<file path="src/hw/rv_defs.svh">
`ifndef RV_DEFS_SVH
`define RV_DEFS_SVH

// data and instruction width
`define RV_XLEN 32

// architectural register file
`define RV_REG_COUNT 32
`define RV_REG_ADDR_W 5

// first fetch address and pc step
`define RV_RESET_PC 32'h0000_0000
`define RV_INSTR_BYTES 32'd4

// shift amount taken from the low bits of operand b
`define RV_SHAMT_W 5

`endif

</file>
<file path="src/hw/rv_pkg.sv">
`include "rv_defs.svh"

package rv_pkg;

	typedef logic [`RV_XLEN-1:0] word_t;
	typedef logic [`RV_REG_ADDR_W-1:0] reg_addr_t;

	// major opcodes handled by decode
	typedef enum logic [6:0] {
		OP_REG   = 7'b0110011,
		OP_IMM   = 7'b0010011,
		OP_LUI   = 7'b0110111,
		OP_AUIPC = 7'b0010111
	} opcode_e;

	// operations performed in execute
	typedef enum logic [3:0] {
		ALU_ADD,
		ALU_SUB,
		ALU_XOR,
		ALU_OR,
		ALU_AND,
		ALU_SLL,
		ALU_SRL,
		ALU_SRA,
		ALU_SLT,
		ALU_SLTU,
		ALU_LUI,
		ALU_AUIPC,
		// unsupported encodings land here and write nothing
		ALU_NONE
	} alu_op_e;

endpackage

</file>
<file path="src/hw/rv_issue_if.sv">
`timescale 1ns/100ps
`include "rv_defs.svh"

// decoded instruction from decode to execute
interface rv_issue_if;

	logic valid;
	rv_pkg::alu_op_e alu_op;
	logic use_imm;
	rv_pkg::reg_addr_t rs1;
	rv_pkg::reg_addr_t rs2;
	rv_pkg::reg_addr_t rd;
	rv_pkg::word_t imm;
	rv_pkg::word_t pc;

	modport decode (
		output valid, alu_op, use_imm,
		output rs1, rs2, rd,
		output imm, pc
	);

	modport execute (
		input valid, alu_op, use_imm,
		input rs1, rs2, rd,
		input imm, pc
	);

endinterface

</file>
<file path="src/hw/rv_fetch.sv">
`timescale 1ns/100ps
`include "rv_defs.svh"

module rv_fetch (
	input logic clk,
	input logic reset,
	output rv_pkg::word_t o_pc_addr,
	output logic o_pc_rd,
	output logic o_fetch_valid,
	output rv_pkg::word_t o_fetch_pc
);

	rv_pkg::word_t pc;
	logic pc_rd;

	// strobe rises one cycle after reset, then stays high
	always_ff @(posedge clk) begin
		if (reset) begin
			pc <= `RV_RESET_PC;
			pc_rd <= 1'b0;
		end else begin
			pc_rd <= 1'b1;
			if (pc_rd) begin
				pc <= pc + `RV_INSTR_BYTES;
			end
		end
	end

	// memory answers one cycle later, so tag the word with its pc
	always_ff @(posedge clk) begin
		if (reset) begin
			o_fetch_valid <= 1'b0;
		end else begin
			o_fetch_valid <= pc_rd;
		end
	end

	always_ff @(posedge clk) begin
		o_fetch_pc <= pc;
	end

	assign o_pc_addr = pc;
	assign o_pc_rd = pc_rd;

	a_pc_aligned: assert property (@(posedge clk) disable iff (reset)
		o_pc_rd |-> (o_pc_addr[1:0] == 2'b00));

endmodule

</file>
<file path="src/hw/rv_decode.sv">
`timescale 1ns/100ps
`include "rv_defs.svh"

module rv_decode (
	input logic clk,
	input logic reset,
	input rv_pkg::word_t i_instr,
	input logic i_fetch_valid,
	input rv_pkg::word_t i_fetch_pc,
	rv_issue_if.decode issue
);

	rv_pkg::opcode_e opcode;
	rv_pkg::reg_addr_t rs1;
	rv_pkg::reg_addr_t rs2;
	rv_pkg::reg_addr_t rd;
	logic [2:0] funct3;
	logic [6:0] funct7;
	rv_pkg::word_t imm_i;
	rv_pkg::word_t imm_u;
	rv_pkg::word_t imm;
	rv_pkg::alu_op_e alu_op;
	logic use_imm;

	// instruction fields
	assign opcode = rv_pkg::opcode_e'(i_instr[6:0]);
	assign rd = i_instr[11:7];
	assign funct3 = i_instr[14:12];
	assign rs1 = i_instr[19:15];
	assign rs2 = i_instr[24:20];
	assign funct7 = i_instr[31:25];

	assign imm_i = {{(`RV_XLEN-12){i_instr[31]}}, i_instr[31:20]};
	assign imm_u = {i_instr[31:12], 12'b0};

	// opcode, funct3 and funct7 folded into one alu op
	always_comb begin
		alu_op = rv_pkg::ALU_NONE;
		use_imm = 1'b0;
		imm = imm_i;
		case (opcode)
			rv_pkg::OP_REG: begin
				if (funct7 == 7'b0000000) begin
					case (funct3)
						3'd0: alu_op = rv_pkg::ALU_ADD;
						3'd1: alu_op = rv_pkg::ALU_SLL;
						3'd2: alu_op = rv_pkg::ALU_SLT;
						3'd3: alu_op = rv_pkg::ALU_SLTU;
						3'd4: alu_op = rv_pkg::ALU_XOR;
						3'd5: alu_op = rv_pkg::ALU_SRL;
						3'd6: alu_op = rv_pkg::ALU_OR;
						default: alu_op = rv_pkg::ALU_AND;
					endcase
				end else if (funct7 == 7'b0100000) begin
					if (funct3 == 3'd0) begin
						alu_op = rv_pkg::ALU_SUB;
					end else if (funct3 == 3'd5) begin
						alu_op = rv_pkg::ALU_SRA;
					end
				end
			end
			rv_pkg::OP_IMM: begin
				use_imm = 1'b1;
				case (funct3)
					3'd0: alu_op = rv_pkg::ALU_ADD;
					3'd2: alu_op = rv_pkg::ALU_SLT;
					3'd3: alu_op = rv_pkg::ALU_SLTU;
					3'd4: alu_op = rv_pkg::ALU_XOR;
					3'd6: alu_op = rv_pkg::ALU_OR;
					3'd7: alu_op = rv_pkg::ALU_AND;
					3'd1: begin
						if (funct7 == 7'b0000000) begin
							alu_op = rv_pkg::ALU_SLL;
						end
					end
					default: begin
						// funct3 5 picks srli or srai by imm[30]
						if (funct7 == 7'b0000000) begin
							alu_op = rv_pkg::ALU_SRL;
						end else if (funct7 == 7'b0100000) begin
							alu_op = rv_pkg::ALU_SRA;
						end
					end
				endcase
			end
			rv_pkg::OP_LUI: begin
				alu_op = rv_pkg::ALU_LUI;
				use_imm = 1'b1;
				imm = imm_u;
			end
			rv_pkg::OP_AUIPC: begin
				alu_op = rv_pkg::ALU_AUIPC;
				use_imm = 1'b1;
				imm = imm_u;
			end
			default: alu_op = rv_pkg::ALU_NONE;
		endcase
	end

	always_ff @(posedge clk) begin
		if (reset) begin
			issue.valid <= 1'b0;
		end else begin
			issue.valid <= i_fetch_valid;
		end
	end

	// payload only loads with a returning word
	always_ff @(posedge clk) begin
		if (i_fetch_valid) begin
			issue.alu_op <= alu_op;
			issue.use_imm <= use_imm;
			issue.rs1 <= rs1;
			issue.rs2 <= rs2;
			issue.rd <= rd;
			issue.imm <= imm;
			issue.pc <= i_fetch_pc;
		end
	end

endmodule

</file>
<file path="src/hw/rv_execute.sv">
`timescale 1ns/100ps
`include "rv_defs.svh"

module rv_execute (
	input logic clk,
	input logic reset,
	rv_issue_if.execute issue,
	input rv_pkg::word_t i_rs1_data,
	input rv_pkg::word_t i_rs2_data,
	output rv_pkg::reg_addr_t o_rs1_addr,
	output rv_pkg::reg_addr_t o_rs2_addr,
	output logic o_wb_valid,
	output rv_pkg::reg_addr_t o_wb_rd,
	output rv_pkg::word_t o_wb_data
);

	logic fwd_rs1;
	logic fwd_rs2;
	rv_pkg::word_t op_a;
	rv_pkg::word_t rs2_val;
	rv_pkg::word_t op_b;
	logic [`RV_SHAMT_W-1:0] shamt;
	rv_pkg::word_t alu_out;
	logic writes;

	// register file reads at the issued indices
	assign o_rs1_addr = issue.rs1;
	assign o_rs2_addr = issue.rs2;

	// previous instruction is still in the result register, not yet written back.
	// o_wb_valid is already low for x0 and for no-op
	assign fwd_rs1 = o_wb_valid && (o_wb_rd == issue.rs1);
	assign fwd_rs2 = o_wb_valid && (o_wb_rd == issue.rs2);

	assign op_a = fwd_rs1 ? o_wb_data : i_rs1_data;
	assign rs2_val = fwd_rs2 ? o_wb_data : i_rs2_data;
	assign op_b = issue.use_imm ? issue.imm : rs2_val;

	// only the low bits count as shift amount
	assign shamt = op_b[`RV_SHAMT_W-1:0];

	always_comb begin
		case (issue.alu_op)
			rv_pkg::ALU_ADD: alu_out = op_a + op_b;
			rv_pkg::ALU_SUB: alu_out = op_a - op_b;
			rv_pkg::ALU_XOR: alu_out = op_a ^ op_b;
			rv_pkg::ALU_OR: alu_out = op_a | op_b;
			rv_pkg::ALU_AND: alu_out = op_a & op_b;
			rv_pkg::ALU_SLL: alu_out = op_a << shamt;
			rv_pkg::ALU_SRL: alu_out = op_a >> shamt;
			rv_pkg::ALU_SRA: alu_out = rv_pkg::word_t'($signed(op_a) >>> shamt);
			rv_pkg::ALU_SLT: begin
				alu_out = {{(`RV_XLEN-1){1'b0}}, $signed(op_a) < $signed(op_b)};
			end
			rv_pkg::ALU_SLTU: alu_out = {{(`RV_XLEN-1){1'b0}}, op_a < op_b};
			rv_pkg::ALU_LUI: alu_out = issue.imm;
			rv_pkg::ALU_AUIPC: alu_out = issue.pc + issue.imm;
			default: alu_out = '0;
		endcase
	end

	// x0 targets and no-ops never reach write-back
	assign writes = issue.valid && (issue.rd != '0) && (issue.alu_op != rv_pkg::ALU_NONE);

	always_ff @(posedge clk) begin
		if (reset) begin
			o_wb_valid <= 1'b0;
		end else begin
			o_wb_valid <= writes;
		end
	end

	always_ff @(posedge clk) begin
		if (issue.valid) begin
			o_wb_rd <= issue.rd;
			o_wb_data <= alu_out;
		end
	end

	a_no_x0_write: assert property (@(posedge clk) disable iff (reset)
		o_wb_valid |-> (o_wb_rd != '0));

endmodule

</file>
<file path="src/hw/rv_regfile.sv">
`timescale 1ns/100ps
`include "rv_defs.svh"

module rv_regfile (
	input logic clk,
	input logic reset,
	input logic i_wb_valid,
	input rv_pkg::reg_addr_t i_wb_rd,
	input rv_pkg::word_t i_wb_data,
	input rv_pkg::reg_addr_t i_rs1_addr,
	input rv_pkg::reg_addr_t i_rs2_addr,
	output rv_pkg::word_t o_rs1_data,
	output rv_pkg::word_t o_rs2_data
);

	rv_pkg::word_t regs [`RV_REG_COUNT];

	// x0 is never written and keeps its reset zero
	always_ff @(posedge clk) begin
		if (reset) begin
			for (int i = 0; i < `RV_REG_COUNT; i++) begin
				regs[i] <= '0;
			end
		end else if (i_wb_valid && (i_wb_rd != '0)) begin
			regs[i_wb_rd] <= i_wb_data;
		end
	end

	// combinational read ports
	assign o_rs1_data = regs[i_rs1_addr];
	assign o_rs2_data = regs[i_rs2_addr];

	a_x0_rs1_zero: assert property (@(posedge clk) disable iff (reset)
		(i_rs1_addr == '0) |-> (o_rs1_data == '0));

	a_x0_rs2_zero: assert property (@(posedge clk) disable iff (reset)
		(i_rs2_addr == '0) |-> (o_rs2_data == '0));

endmodule

</file>
<file path="src/hw/rv_core.sv">
`timescale 1ns/100ps
`include "rv_defs.svh"

module rv_core (
	input logic clk,
	input logic reset,
	input rv_pkg::word_t i_pc_rddata,
	output rv_pkg::word_t o_pc_addr,
	output logic o_pc_rd,
	output logic o_rf_wr_en,
	output rv_pkg::reg_addr_t o_rf_wr_addr,
	output rv_pkg::word_t o_rf_wr_data
);

	logic fetch_valid;
	rv_pkg::word_t fetch_pc;
	logic wb_valid;
	rv_pkg::reg_addr_t wb_rd;
	rv_pkg::word_t wb_data;
	rv_pkg::reg_addr_t rs1_addr;
	rv_pkg::reg_addr_t rs2_addr;
	rv_pkg::word_t rs1_data;
	rv_pkg::word_t rs2_data;

	rv_issue_if issue ();

	rv_fetch u_fetch (
		.clk(clk),
		.reset(reset),
		.o_pc_addr(o_pc_addr),
		.o_pc_rd(o_pc_rd),
		.o_fetch_valid(fetch_valid),
		.o_fetch_pc(fetch_pc)
	);

	rv_decode u_decode (
		.clk(clk),
		.reset(reset),
		.i_instr(i_pc_rddata),
		.i_fetch_valid(fetch_valid),
		.i_fetch_pc(fetch_pc),
		.issue(issue.decode)
	);

	rv_execute u_execute (
		.clk(clk),
		.reset(reset),
		.issue(issue.execute),
		.i_rs1_data(rs1_data),
		.i_rs2_data(rs2_data),
		.o_rs1_addr(rs1_addr),
		.o_rs2_addr(rs2_addr),
		.o_wb_valid(wb_valid),
		.o_wb_rd(wb_rd),
		.o_wb_data(wb_data)
	);

	rv_regfile u_regfile (
		.clk(clk),
		.reset(reset),
		.i_wb_valid(wb_valid),
		.i_wb_rd(wb_rd),
		.i_wb_data(wb_data),
		.i_rs1_addr(rs1_addr),
		.i_rs2_addr(rs2_addr),
		.o_rs1_data(rs1_data),
		.o_rs2_data(rs2_data)
	);

	// write port seen from outside
	assign o_rf_wr_en = wb_valid;
	assign o_rf_wr_addr = wb_rd;
	assign o_rf_wr_data = wb_data;

endmodule

</file>
<file path="config.mk">
export PLATFORM = sky130hd
export DESIGN_NAME = rv_core
export DESIGN_NICKNAME = d
export VERILOG_FILES = /design/src/hw/rv_pkg.sv /design/src/hw/rv_issue_if.sv /design/src/hw/rv_fetch.sv /design/src/hw/rv_decode.sv /design/src/hw/rv_execute.sv /design/src/hw/rv_regfile.sv /design/src/hw/rv_core.sv
export VERILOG_INCLUDE_DIRS = /design/src /design/src/hw
export SDC_FILE = /design/constraint.sdc
export NUM_CORES = 2
export LEC_CHECK = 0
export BUFFER_PORTS_ARGS = -buffer_cell sky130_fd_sc_hd__buf_2
export CORE_ASPECT_RATIO = 2
export CORE_MARGIN = 1
export CORE_UTILIZATION = 55
export DETAILED_ROUTE_END_ITERATION = 10
export PLACE_DENSITY = 0.72
export SLEW_MARGIN = 10
export SYNTH_ARGS = -nofsm -noshare
export SYNTH_HDL_FRONTEND = slang
export SYNTH_SLANG_ARGS = --single-unit
</file>
<file path="constraint.sdc">
create_clock -name clk -period 6.3 [get_ports clk]
set_input_delay 0.945 -clock clk [delete_from_list [all_inputs] [get_ports clk]]
set_output_delay 0.945 -clock clk [all_outputs]
set_load 0.01 [all_outputs]
</file>
# [Word level (Yosys, flattened, before mapping)]
# Memory sizes are Yosys's and may differ from the RTL's. A register that Yosys moved wholly into a read port is not among the register bits.
# Cells that the tools add are included.
[word_totals] regBits=189 ramBits=1024 out_inout_bits=71 elab_cells=95 n_memories=1
[classes] n_addsub=4 magnitude_cmp=2 n_eq_ne=26 shift=3 n_mux=27 bitwise=3 n_reduce_logical=13
[memory_table] memory="u_regfile.regs" depth=32 word_bits=32 read_ports=2 rd_ports_with_merged_regs=2 wr=32 line_no="rv_regfile.sv:16" text="rv_pkg::word_t regs [`RV_REG_COUNT];"
[op_table] operator="one-hot mux 32 bit (12 select lines)" count=1
[op_table] operator="2-to-1 mux 32 bit" count=4
[op_table] operator="adder 32 bit" count=2
[op_table] operator="< comparator 32 bit" count=2
[op_table] operator="one-hot mux 4 bit (7 select lines)" count=2
[op_table] operator="adder 32 x 3 -> 32 bit (second input constant)" count=1
[op_table] operator="bitwise AND 32 bit" count=1
[op_table] operator="OR 32 bit" count=1
[op_table] operator="OR reduction 32 bit" count=1
[op_table] operator="<< shifter 32 x 5 -> 32 bit" count=1
[op_table] operator=">> shifter 32 x 5 -> 32 bit" count=1
[op_table] operator=">>> shifter 32 x 5 -> 32 bit" count=1
[op_table] operator="subtractor 32 bit" count=1
[op_table] operator="XOR 32 bit" count=1
[op_table] operator="2-to-1 mux 31 bit" count=1
[op_table] operator="2-to-1 mux 4 bit" count=7
[op_table] operator="== test 7 x 6 -> 1 bit (second input constant)" count=3
[op_table] operator="== test 4 x 3 -> 1 bit (second input constant)" count=4
[op_table] operator="== test 4 bit (second input constant)" count=4
[op_table] operator="one-hot mux 4 bit (4 select lines)" count=1
[op_table] operator="2-to-1 mux 5 bit" count=3
[op_table] operator="== test 7 x 5 -> 1 bit (second input constant)" count=2
[op_table] operator="== test 3 bit (second input constant)" count=4
[op_table] operator="== test 5 bit" count=2
[op_table] operator="13 further kinds" count=27

# [Longest topological paths before layout]
[logic_depth] word_depth=7 ltp_mapped=27 depth_no_buf=19

# [Modules after synthesis]
# A second synthesis with hierarchy kept.
[hier_totals] hier_cells=7058 area_unflattened_um2=75306.0
[by_module_without_submodules] mod="rv_regfile" n_inst=1 cells_per_inst=4605 area_each_um2=55894.9 seq_area_each_um2=30749.5
[by_module_without_submodules] mod="rv_execute" n_inst=1 cells_per_inst=2091 area_each_um2=14288.7 seq_area_each_um2=1131.1
[by_module_without_submodules] mod="rv_decode" n_inst=1 cells_per_inst=161 area_each_um2=3042.9 seq_area_each_um2=2542.4
[by_module_without_submodules] mod="rv_fetch" n_inst=1 cells_per_inst=201 area_each_um2=2079.5 seq_area_each_um2=1241.2

# [Worst setup path after synthesis]
# Ideal clock, no wire load.
[synth_timing] path_type="register to register" start="register (tool-made name)" end="register u_execute.o_wb_data[22] (data pin)" setup_time_ns=0.272 t_arrival_ns=5.923 t_required_ns=6.028 path_slack_ns=0.105 path_stages_with_launch=27 path_buffers=8 path_cell_list="dfxtp_1 -> buf_6 -> buf_12 -> buf_6 -> buf_4 -> buf_2 -> buf_1 -> buf_2 -> mux4_2 -> mux4_2 -> nand2_1 -> a21oi_1 -> a21oi_1 -> o21a_1 -> ha_1 -> clkbuf_1 -> a21oi_1 -> o31ai_1 -> or3_1 -> nor2_1 -> o31ai_1 -> a221o_1 -> a21oi_1 -> o21ai_0 -> a221oi_1 -> a21oi_1 -> or4_1"
[synth_lines] element="end signal: assignment" line_no="rv_execute.sv:76" text="o_wb_data <= alu_out;"
[synth_lines] element="end: declaration" line_no="rv_execute.sv:14" text="output rv_pkg::word_t o_wb_data"

==> impl_metrics.json <==
{
  "grt_max_degree": 79,
  "p_leak_nw": 32.4,
  "die_area_sq_um": 135000,
  "violations": "negative setup slack",
  "dp_hpwl_um": 232000,
  "die_w_um": 260,
  "io_buffers": 102,
  "cp_max_fo": 11,
  "setup_viol": 3,
  "synthesis.area_sq_um": 73300,
  "drv_cap": 0,
  "cts_buffer_depth": 3,
  "finalWorstSetupSlack_ns": -0.0624,
  "via_per_inst": 7.20,
  "first_pass_iters": 8,
  "h-tree-depth": 3,
  "hold_viol_final": 0,
  "ir_worst_vdd_uv": 329,
  "grt_pass1_vias": 60400,
  "synthCells": 6223,
  "drt_iter0_markers": 8185,
  "synth.avg_cell_area_sq_um": 11.8,
  "ys_seq_area_frac": 0.489,
  "num_rows": 189,
  "synth_cell_type_count": 102,
  "synth_edf_count": 1143,
  "cts_root_buf": "clkbuf_16",
  "cts_buffers": 108,
  "fin_skew_ns": 0.0448,
  "routed_wl_um": 333000,
  "critPathKind": "flip-flop to flip-flop",
  "vias": 60400,
  "grt_usage": 0.494,
  "drv_slew": 0,
  "post-place-ws_ns": -0.952,
  "power_density_nw_per_um2": 268,
  "critical_path_required_ns": 6.83,
  "gp_congestion": 1.12,
  "post-route-period-util": 1.01,
  "synth-async-reset-ratio": 0,
  "area_growth_pct": 14.4,
  "cp-end-kind": "flip-flop",
  "coreArea_sq_um": 132000,
  "p_total_mw": 22.4,
  "synth_warnings": 0,
  "cts_tree": "built",
  "arrival_ns": 6.89,
  "drcViolationCount": 0,
  "grt_overflow": 0,
  "antenna_found_initial": 34,
  "initial_utilization": 0.553,
  "holdWs_ns": 0.341,
  "synth-main-ff-cell": "edfxtp_1",
  "hold_path_class": "input pin to flip-flop",
  "post_drt_wl_per_cell_um": 39.6,
  "slew_headroom": 0.0655,
  "ys_ff_latch": 1217,
  "outcome": "finished with violations",
  "clk_pin_slew_worst_paths_ns": 0.08,
  "grt_pass1_wl_um": 455000,
  "layout.nets": 6722,
  "clkSinkCount": 1217,
  "dieHeight_um": 518,
  "critPathLaunchType": "flip-flop",
  "fmax_ghz": 0.157,
  "drtAntennaViolNets": 0,
  "layout-drive-gt1-share": 0.221,
  "insertion_delay_ns": 0.79,
  "tightest_slew_ns": 1.40,
  "period_needed_ns": 6.36,
  "ios": 105
}
## synth_stat cells, types with 56 or more instances
cell type | instances | share of area
nand2_1 | 269 | 0.014
mux2i_1 | 493 | 0.067
inv_1 | 104 | 0.0053
mux4_2 | 318 | 0.098
nand3_1 | 134 | 0.0092
a21o_1 | 56 | 0.0057
a22oi_1 | 226 | 0.023
a21oi_1 | 243 | 0.017
edfxtp_1 | 1143 | 0.47
buf_2 | 103 | 0.0070
and2_1 | 981 | 0.084
dfxtp_1 | 74 | 0.020
nor2b_1 | 81 | 0.0069
a211oi_1 | 86 | 0.0088
ha_1 | 131 | 0.022
nor2_1 | 274 | 0.014
o21ai_0 | 184 | 0.013
clkbuf_1 | 387 | 0.020
nor3_1 | 140 | 0.0096
## power breakdown
part	internal [mW]	switching (mW)	total, mW
Combinational	2.07	3.74	5.81
Sequential	9.14	0.231	9.37
Clock	3.92	3.33	7.25
Total	15.1	7.30	22.4
## logic make-up (layout without fill, tap and decap cells)
kind of cell / Yosys count / count (layout) / synth area share
other: 1 / 58 / 0.0000512
buffers and inverters: 668 / 1059 / 0.0383
muxes: 861 / 861 / 0.173
adders and majority gates: 134 / 134 / 0.0232
AOI/OAI and AO/OA: 1218 / 1218 / 0.115
DFF: 1217 / 1217 / 0.489
xor gates and xnor gates: 68 / 68 / 0.00813
and+or+nand+nor: 2056 / 2056 / 0.154
## area by class of cell
type	instances	area (sq um)
sequential	1217	35800
fill	10400	48700
clock inverter	80	955
inverter	108	410
multi-input combinational	4371	35700
tap	1719	2150
antenna	24	60.1
clock buffer	123	2820
timing repair buffer	748	5900
## sequential cells by signal, summed over array words and instances (netlist names), 4 cells and up, named ones only
signal,cells
u_regfile.regs,1024
u_decode.issue.imm,32
u_execute.o_wb_data,32
u_decode.issue.pc,30
u_fetch.o_fetch_pc,30
u_fetch.o_pc_addr,30
u_decode.issue.rd,5
u_decode.issue.rs1,5
u_decode.issue.rs2,5
u_execute.o_wb_rd,5
u_decode.issue.alu_op,4
## cells in the final DEF, fill, tap and decap left out, drive strengths merged, types with 115 or more instances in the layout
cell type,synthesis,routed
mux4,318,318
buf,173,746
mux2i,493,493
nor2,279,279
nand3,134,134
ha,131,131
edfxtp,1143,1143
o21ai,195,195
a21oi,246,246
clkbuf,387,125
inv,107,115
and2,981,981
nand2,271,271
a22oi,228,228
nor3,144,144
## per-layer routing
metal | GRT usage | up-vias | wire length [um]
met5 | 0.00621 | - | 393
met4 | 0.533 | 26 | 44800
met3 | 0.162 | 1926 | 36900
met2 | 0.790 | 4856 | 156000
met1 | 0.475 | 29500 | 94600
li1 | - | 24100 | -
## worst paths after layout
| check | startpoint | end | slack (ns) | cells past startpoint |
|---|---|---|---|---|
| setup reg to reg | flip-flop | u_execute.o_wb_data[22] | -0.06 | 22 |
| hold reg to reg | u_fetch.o_fetch_pc[15] | u_decode.issue.pc[15] | 0.38 | 0 |
| setup / recovery | flip-flop | u_execute.o_wb_data[22] | -0.06 | 22 |
| hold / removal | i_pc_rddata[10] | u_decode.issue.rd[3] | 0.34 | 1 |
## worst max-delay path, stage by stage, from the launching register on
cell,delay [ns]
dfxtp_4,0.40
buf_12,0.18
buf_16,0.16
mux4_2,0.50
mux4_2,0.49
nand2_2,0.16
a21oi_2,0.12
a21oi_4,0.54
buf_6,0.17
o21a_1,0.15
ha_1,0.30
inv_1,0.12
a21oi_1,0.08
o31ai_2,0.36
a21boi_1,0.20
a2111oi_4,0.59
buf_4,0.22
o31ai_1,0.07
buf_4,0.16
o21a_2,0.24
a221oi_2,0.24
a21oi_1,0.07
or4_1,0.53
## metrics by stage
stage | area [sq um] | cells | utilization | TNS (ns)
after global routing | 83700 | 8368 | 0.632 | -0.0587
after floorplan | 73400 | 6256 | - | 0
final | 83800 | 8390 | 0.633 | -0.132
after global placement | 79400 | 8130 | 0.600 | -5.94
after detailed placement | 79400 | 8130 | 0.600 | -6.03
after CTS | 83200 | 8333 | 0.629 | 0
## what timing repair did
action	CTS	global route
pin swaps	0	2
setup buffers	0	27
resized for setup	12	33
hold buffers	0	0
hold endpoints to repair	0	0
gates cloned	0	1
setup endpoints to repair	16	19
(Power assumes the default switching activity.)
